File: src/logic/list_mem_macros.svh
//------------------------------
// List storage sizing
// Depth, address and entry widths of the 32x14 list memory,
// plus the split of an entry into queue id and tag
//------------------------------
`ifndef LIST_MEM_MACROS_SVH
`define LIST_MEM_MACROS_SVH

// Number of entries held by the register file
`define LIST_DEPTH 32

// Address width, enough to index every entry
`define LIST_AW 5

// Stored word width
`define LIST_DW 14

// Entry fields, queue id on top and tag below
`define LIST_QID_W 5
`define LIST_TAG_W 9

`endif

File: src/logic/list_mem_pkg.sv
//------------------------------
// List storage types
// Shared vector types for addresses, entries, entry fields
// and the occupancy count
//------------------------------
`include "list_mem_macros.svh"

package list_mem_pkg;

    // Register file address
    typedef logic [`LIST_AW-1:0] list_addr_t;

    // One stored word, queue id in the upper bits and tag in the lower bits
    typedef logic [`LIST_DW-1:0] list_entry_t;

    // Queue id field of an entry
    typedef logic [`LIST_QID_W-1:0] list_qid_t;

    // Tag field of an entry
    typedef logic [`LIST_TAG_W-1:0] list_tag_t;

    // Occupancy from 0 to LIST_DEPTH, one bit wider than an address
    typedef logic [`LIST_AW:0] list_cnt_t;

endpackage

File: src/logic/list_enq.sv
//------------------------------
// List enqueue
// Packs incoming queue id and tag into an entry, writes it at the
// write pointer and keeps the list occupancy. Drops input when the
// list is full or the memory is asleep, and flushes on sleep
//------------------------------
`timescale 1ns/1ps
`include "list_mem_macros.svh"

module list_enq
    import list_mem_pkg::*;
(
     input  logic        clk
    ,input  logic        rst_n

    ,input  logic        enq_valid
    ,input  list_qid_t   enq_qid
    ,input  list_tag_t   enq_tag

    ,input  logic        deq_pop
    ,input  logic        pwr_ack_b

    ,output logic        wr_en
    ,output list_addr_t  wr_addr
    ,output list_entry_t wr_data

    ,output logic        enq_drop
    ,output logic        list_avail
    ,output logic        list_flush
    ,output list_cnt_t   list_count
);

    logic       enq_ok;
    logic       list_full;
    list_addr_t wr_ptr;

    //------------------------------
    // Accept and write

    // Full means every slot holds an entry not yet popped
    assign list_full  = (list_count == list_cnt_t'(`LIST_DEPTH));

    // The memory loses its contents while asleep, so the list is flushed
    assign list_flush = pwr_ack_b;

    // An entry is taken only with room left and the memory awake
    assign enq_ok     = enq_valid && !list_full && !pwr_ack_b;

    // The write goes to the array on the same edge that samples the request
    assign wr_en      = enq_ok;
    assign wr_addr    = wr_ptr;
    assign wr_data    = {enq_qid, enq_tag};

    // Something is there to read whenever the count is non-zero
    assign list_avail = (list_count != '0);

    // Write pointer wraps naturally at the address width
    always_ff @(posedge clk) begin
        if (!rst_n) begin
            wr_ptr <= '0;
        end else if (list_flush) begin
            wr_ptr <= '0;
        end else if (enq_ok) begin
            wr_ptr <= wr_ptr + 1'b1;
        end
    end

    //------------------------------
    // Occupancy and drop

    // An enqueue and a pop on the same edge cancel out
    always_ff @(posedge clk) begin
        if (!rst_n) begin
            list_count <= '0;
        end else if (list_flush) begin
            list_count <= '0;
        end else begin
            case ({enq_ok, deq_pop})
                2'b10:   list_count <= list_count + 1'b1;
                2'b01:   list_count <= list_count - 1'b1;
                default: list_count <= list_count;
            endcase
        end
    end

    // Refused requests are reported one cycle after they were sampled
    always_ff @(posedge clk) begin
        if (!rst_n) begin
            enq_drop <= 1'b0;
        end else begin
            enq_drop <= enq_valid && !enq_ok;
        end
    end

    //------------------------------
    // Checks

    // The count stays within the list depth
    a_count_range: assert property (@(posedge clk) disable iff (!rst_n)
        list_count <= list_cnt_t'(`LIST_DEPTH));

    // The consumer never pops an empty list, so the count cannot wrap below zero
    a_no_underflow: assert property (@(posedge clk) disable iff (!rst_n)
        deq_pop |-> (list_count != '0));

endmodule

File: src/logic/list_rf_pg_32x14.sv
//------------------------------
// Power gated 32x14 register file
// Storage array with synchronous write and registered read,
// a two flop ip reset synchronizer, a registered power enable
// acknowledge and output isolation
//------------------------------
`timescale 1ns/1ps
`include "list_mem_macros.svh"

module list_rf_pg_32x14
    import list_mem_pkg::*;
(
     input  logic        clk
    ,input  logic        rst_n

    ,input  logic        ip_reset_b

    ,input  logic        wr_en
    ,input  list_addr_t  wr_addr
    ,input  list_entry_t wr_data

    ,input  logic        rd_en
    ,input  list_addr_t  rd_addr
    ,output list_entry_t rd_data

    // Power interface
    ,input  logic        isol_en
    ,input  logic        pwr_enable_b
    ,output logic        pwr_ack_b
);

    logic        ip_rst_meta;
    logic        ip_rst_sync;
    list_entry_t mem [`LIST_DEPTH];
    list_entry_t rd_q;

    //------------------------------
    // Reset synchronizer

    // Two flops bring the ip reset into the clock domain
    // Both stages start low so the output stays quiet until the reset is released
    always_ff @(posedge clk) begin
        if (!rst_n) begin
            ip_rst_meta <= 1'b0;
            ip_rst_sync <= 1'b0;
        end else begin
            ip_rst_meta <= ip_reset_b;
            ip_rst_sync <= ip_rst_meta;
        end
    end

    //------------------------------
    // Power acknowledge

    // The array follows the enable one cycle later
    // It comes out of reset asleep and wakes only once the enable is seen low
    always_ff @(posedge clk) begin
        if (!rst_n) begin
            pwr_ack_b <= 1'b1;
        end else begin
            pwr_ack_b <= pwr_enable_b;
        end
    end

    //------------------------------
    // Storage array

    // Writes land only while the array is powered
    always_ff @(posedge clk) begin
        if (wr_en && !pwr_ack_b) begin
            mem[wr_addr] <= wr_data;
        end
    end

    // Read data is held until the next read
    // A read and a write to the same slot on one edge return the old word
    // Asleep, the read port has nothing valid to give
    always_ff @(posedge clk) begin
        if (pwr_ack_b) begin
            rd_q <= '0;
        end else if (rd_en) begin
            rd_q <= mem[rd_addr];
        end
    end

    //------------------------------
    // Output isolation

    // Clamp to zero while isolated or while the array is still in ip reset
    assign rd_data = (isol_en || !ip_rst_sync) ? '0 : rd_q;

    //------------------------------
    // Checks

    // The producer must stop writing as soon as the array reports sleep
    a_no_write_asleep: assert property (@(posedge clk) disable iff (!rst_n)
        wr_en |-> !pwr_ack_b);

endmodule

File: src/logic/list_deq.sv
//------------------------------
// List dequeue
// Turns dequeue requests into reads of the oldest entry, then
// presents the entry fields with a valid pulse two cycles after
// the request. Requests on an empty list report underrun
//------------------------------
`timescale 1ns/1ps
`include "list_mem_macros.svh"

module list_deq
    import list_mem_pkg::*;
(
     input  logic        clk
    ,input  logic        rst_n

    ,input  logic        deq_req
    ,input  logic        list_avail
    ,input  logic        list_flush

    ,output logic        rd_en
    ,output list_addr_t  rd_addr
    ,input  list_entry_t rd_data

    ,output logic        deq_pop
    ,output logic        deq_valid
    ,output list_qid_t   deq_qid
    ,output list_tag_t   deq_tag
    ,output logic        deq_underrun
);

    list_addr_t rd_ptr;
    logic       rd_miss_q;
    logic       rd_pend_q;

    //------------------------------
    // Request accept

    // The pop goes back to the producer on the request edge, so the count
    // falls right away even though the read itself goes out a cycle later
    assign deq_pop = deq_req && list_avail;

    // Read pointer follows the pops and restarts on flush
    always_ff @(posedge clk) begin
        if (!rst_n) begin
            rd_ptr <= '0;
        end else if (list_flush) begin
            rd_ptr <= '0;
        end else if (deq_pop) begin
            rd_ptr <= rd_ptr + 1'b1;
        end
    end

    // Address of the slot being popped, held for the read
    always_ff @(posedge clk) begin
        if (deq_pop) begin
            rd_addr <= rd_ptr;
        end
    end

    //------------------------------
    // Read pipeline

    // Stage one issues the read or notes the miss
    // Stage two waits for the array to register its output
    // Stage three captures the entry and raises the valid
    always_ff @(posedge clk) begin
        if (!rst_n) begin
            rd_en        <= 1'b0;
            rd_miss_q    <= 1'b0;
            rd_pend_q    <= 1'b0;
            deq_underrun <= 1'b0;
            deq_valid    <= 1'b0;
        end else begin
            rd_en        <= deq_pop;
            rd_miss_q    <= deq_req && !list_avail;
            rd_pend_q    <= rd_en;
            deq_underrun <= rd_miss_q;
            deq_valid    <= rd_pend_q;
        end
    end

    // Split the captured word into queue id and tag
    always_ff @(posedge clk) begin
        if (rd_pend_q) begin
            {deq_qid, deq_tag} <= rd_data;
        end
    end

    //------------------------------
    // Checks

    // A flush leaves the producer with nothing to offer, matching the read pointer restart
    a_flush_empties: assert property (@(posedge clk) disable iff (!rst_n)
        list_flush |=> !list_avail);

endmodule

File: src/logic/list_mem_top.sv
//------------------------------
// List storage top
// Connects the enqueue block, the power gated register file and
// the dequeue block into one in-order list
//------------------------------
`timescale 1ns/1ps
`include "list_mem_macros.svh"

module list_mem_top
    import list_mem_pkg::*;
(
     input  logic        clk
    ,input  logic        rst_n

    // Producer side
    ,input  logic        enq_valid
    ,input  list_qid_t   enq_qid
    ,input  list_tag_t   enq_tag
    ,output logic        enq_drop

    // Consumer side
    ,input  logic        deq_req
    ,output logic        deq_valid
    ,output list_qid_t   deq_qid
    ,output list_tag_t   deq_tag
    ,output logic        deq_underrun

    // Power interface
    ,input  logic        pwr_enable_b
    ,output logic        pwr_ack_b
    ,input  logic        isol_en

    ,output list_cnt_t   list_count
);

    // Write port from the producer
    logic        wr_en;
    list_addr_t  wr_addr;
    list_entry_t wr_data;

    // Read port from the consumer
    logic        rd_en;
    list_addr_t  rd_addr;
    list_entry_t rd_data;

    // Handshake between producer and consumer
    logic        list_avail;
    logic        list_flush;
    logic        deq_pop;

    //------------------------------
    // Producer

    list_enq i_list_enq (
         .clk          (clk)
        ,.rst_n        (rst_n)
        ,.enq_valid    (enq_valid)
        ,.enq_qid      (enq_qid)
        ,.enq_tag      (enq_tag)
        ,.deq_pop      (deq_pop)
        ,.pwr_ack_b    (pwr_ack_b)
        ,.wr_en        (wr_en)
        ,.wr_addr      (wr_addr)
        ,.wr_data      (wr_data)
        ,.enq_drop     (enq_drop)
        ,.list_avail   (list_avail)
        ,.list_flush   (list_flush)
        ,.list_count   (list_count)
    );

    //------------------------------
    // Storage

    // The ip reset shares the system reset here
    list_rf_pg_32x14 i_rf (
         .clk          (clk)
        ,.rst_n        (rst_n)
        ,.ip_reset_b   (rst_n)
        ,.wr_en        (wr_en)
        ,.wr_addr      (wr_addr)
        ,.wr_data      (wr_data)
        ,.rd_en        (rd_en)
        ,.rd_addr      (rd_addr)
        ,.rd_data      (rd_data)
        ,.isol_en      (isol_en)
        ,.pwr_enable_b (pwr_enable_b)
        ,.pwr_ack_b    (pwr_ack_b)
    );

    //------------------------------
    // Consumer

    list_deq i_list_deq (
         .clk          (clk)
        ,.rst_n        (rst_n)
        ,.deq_req      (deq_req)
        ,.list_avail   (list_avail)
        ,.list_flush   (list_flush)
        ,.rd_en        (rd_en)
        ,.rd_addr      (rd_addr)
        ,.rd_data      (rd_data)
        ,.deq_pop      (deq_pop)
        ,.deq_valid    (deq_valid)
        ,.deq_qid      (deq_qid)
        ,.deq_tag      (deq_tag)
        ,.deq_underrun (deq_underrun)
    );

endmodule

File: config.mk
export PLATFORM = sky130hd
export DESIGN_NAME = list_mem_top
export DESIGN_NICKNAME = d
export VERILOG_FILES = /design/src/logic/list_mem_pkg.sv /design/src/logic/list_enq.sv /design/src/logic/list_rf_pg_32x14.sv /design/src/logic/list_deq.sv /design/src/logic/list_mem_top.sv
export VERILOG_INCLUDE_DIRS = /design/src /design/src/logic
export SDC_FILE = /design/constraint.sdc
export NUM_CORES = 1
export LEC_CHECK = 0
export ABC_AREA = 1
export ABC_CLOCK_PERIOD_IN_PS = 3200
export BUFFER_PORTS_ARGS = -buffer_cell sky130_fd_sc_hd__buf_2
export CORE_UTILIZATION = 40
export CTS_CLUSTER_DIAMETER = 120
export CTS_CLUSTER_SIZE = 24
export DETAILED_ROUTE_END_ITERATION = 8
export PLACE_DENSITY_LB_ADDON = 0.12
export SYNTH_ARGS = -nofsm -noshare
export SYNTH_HDL_FRONTEND = slang
export SYNTH_SLANG_ARGS = --single-unit
File: constraint.sdc
create_clock -name clk -period 3.2 [get_ports clk]
set_input_delay 0 -clock clk [delete_from_list [all_inputs] [get_ports clk]]
set_output_delay 0 -clock clk [all_outputs]
set_load 0.02 [all_outputs]
==> flow_summary.ini <==
[outcome]
status = finished, final reports clean

[floorplan]
dieArea_um2 = 52280
start_util_pct = 40.79
die_w_um = 228.6
ios = 44
rows = 82
die_h_um = 228.6
fp.coreArea_um2 = 50380

[synth]
synth_top_area_share_pct = 68.25
synth.most_common_cell = nand2_1
synth_ff_type = edfxtp_1
yosysSeqAreaShare_pct = 72.05
ys_types = 28
synthesis.area_um2 = 20550
ys_warn_count = 0
ys_ff_latch = 506
async_reset_ff_share_pct = 0
synth_common_cells = 602 x nand2_1, 467 x edfxtp_1, 378 x nand3_1, 50 x nor2_1, 46 x inv_1
yosys.area.top_type = edfxtp_1
syn_inst = 1781
post_synth.cell_area_avg_um2 = 11.54
netlist_top_cells_area = edfxtp_1 68%, nand2_1 11%, nand3_1 9.2%
synth_edf_count = 467
syn_nets = 1812

[clock_network]
cts_resized = 0
cts_buffer_depth = 3
cts_buffers = 25
clk_latency_ns = 0.58
root_buffer = clkbuf_16
clk_pin_slew_ns = 0.10
cts_max_level = 1
cts_sinks = 506
cts_tree = built

[drt]
via_count = 12908
via_per_inst = 5.194
post-route-drc-count = 0
wl_per_cell_um = 21.36
ant_nets = 0
wirelength_mm = 53.09
drt_iter0_markers = 1069
firstDrtPassIters = 5

[finish]
multiInputGateArea_um2 = 4987
register_area_um2 = 14800
diodes = 0
layout-drive-gt1-share_pct = 7.115
nets = 1827
fin_cells = 2485
syn_to_final_growth_pct = 8.221
filler_cell_count = 4751

[placement]
gp_congestion = 0.8177
pre_cts_ws_ns = 0.5134
placed_cells = 2435
portBuffers = 43
hpwl_mm = 30.94

[sta]
tns_ns = 0
worst_pin_slew_ns = 1.358
setup_viol = 0
slew_headroom_pct = 9.164
fmax_mhz = 369.1
period_needed_ns = 2.709
setup_slack_ns = 0.4910
period_share_pct = 84.66
rsz0062_at_grt = false
finalMaxSlewViolations = 0
hold_viol = 0
skew_ns = 0.03234

[power]
ir_worst_vdd_mv = 0.5957
cellLeakagePower_nw = 7.913
power.total_mw = 11.40
p_per_area_nw_per_um2 = 512.8

[global_routing]
grt_pass1_vias = 12491
grt_usage_pct = 20.38
antenna_found_initial = 0
grt_max_degree = 113
gr-total-overflow = 0
grt_first_pass_wirelength_mm = 80.56

[setup_path]
cp.arrival_ns = 3.21
required_ns = 3.70
cp-start-kind = flop
crit_fanout = 12
critPathKind = reg -> reg
cp-end-kind = flop

[run]
maxCapViolCount = 0

[worst_hold_path]
hold_class = in -> reg
logic make-up after synthesis:
| kind of cell | after synthesis | synth area share, % |
|---|---|---|
| AND/OR/NAND/NOR | 1048 | 21.67 |
| flip-flops | 506 | 72.05 |
| adder cells (fa/ha/maj) | 11 | 0.7064 |
| XOR/XNOR | 9 | 0.3837 |
| AO/OA/AOI/OAI | 55 | 1.346 |
| buffers and inverters | 152 | 3.843 |
routing by layer:
metal / vias to the layer above / global-route usage [%] / wire length [um]
met1: 6331 / 29.44 / 24310
li1: 6191 / - / -
met3: 63 / 2.071 / 2332
met4: 0 / 5.579 / 1370
met5: - / 0 / 0
met2: 323 / 32.77 / 25080
state kept, by name, summed over array words and instances (netlist names), 5 cells and up:
register / flops
i_list_enq.list_count: 6
i_rf.rd_q: 14
i_list_enq.wr_addr: 5
i_list_deq.rd_ptr: 5
i_rf.mem: 448
i_list_deq.rd_addr: 5
i_list_deq.deq_tag: 9
i_list_deq.deq_qid: 5
final cells by class:
cell class,instances,area share (%)
sequential,506,66.58
tap,672,3.781
clock inverter,1,0.1351
timing repair buffer,91,3.095
inverter,49,0.8610
clock buffer,43,3.117
multi-input combinational,1123,22.43
where the power goes:
group	internal [mW]	total [mW]	switching, mW
clock network	1.50	3.58	2.07
logic	0.139	0.589	0.450
registers	7.22	7.24	0.0157
metrics by stage:
| step | instance area, um^2 | util (%) | hold WS [ns] |
|---|---|---|---|
| final | 22240 | 44.14 | 0.04944 |
| after global routing | 22240 | 44.14 | 0.04768 |
| after CTS | 22230 | 44.12 | 0.02630 |
| after detailed placement | 21450 | 42.59 | 0.1928 |
| after global placement | 21450 | 42.59 | 0.1874 |
| after floorplan | 20550 | - | 0.02772 |
layout by cell type, fill, tap and decap left out, types with 2 or more instances in the layout:
cell           synthesis  routed
nand2_1              602     602
edfxtp_1             467     467
nand3_1              378     378
nor2_1                50      50
inv_1                 46      44
buf_2                 36      43
dfxtp_1               39      39
buf_4                 30      35
a21oi_1               28      28
o21ai_0               26      26
clkbuf_16              0      25
clkbuf_1              18      18
ha_1                  10      10
buf_12                 0       8
nor3_2                 0       7
xor2_1                 6       6
dlygate4sd3_1          0       5
nand4_1                4       4
nand2_2                3       3
xnor2_1                3       3
inv_2                  1       2
worst max-delay path, stage by stage (launching register included):
cell     delay, ns
dfxtp_1       0.36
nor4_2        0.37
nand2_1       0.13
nand2_1       0.17
inv_1         0.21
ha_1          0.37
ha_1          0.39
nand2_1       0.07
inv_1         0.08
nand4_1       0.08
nand3_1       0.10
xor2_1        0.14
nand2_1       0.06
a21oi_1       0.12
worst paths after layout:
check | slack, ns | from | end | depth (start not counted)
max reg2reg | 0.49 | i_list_enq.list_count[0] | i_list_enq.list_count[5] | 13
max | 0.49 | i_list_enq.list_count[0] | i_list_enq.list_count[5] | 13
min | 0.05 | enq_tag[0] | i_rf.mem[0][0] | 1
min reg2reg | 0.43 | i_rf.ip_rst_meta | i_rf.ip_rst_sync | 2
what timing repair did:
item,4_1_cts,5_1_grt
endpoints found under the hold margin,19,0
setup buffers,0,0
hold buffers,5,0
Note: power is estimated with default switching activity, not from simulation.
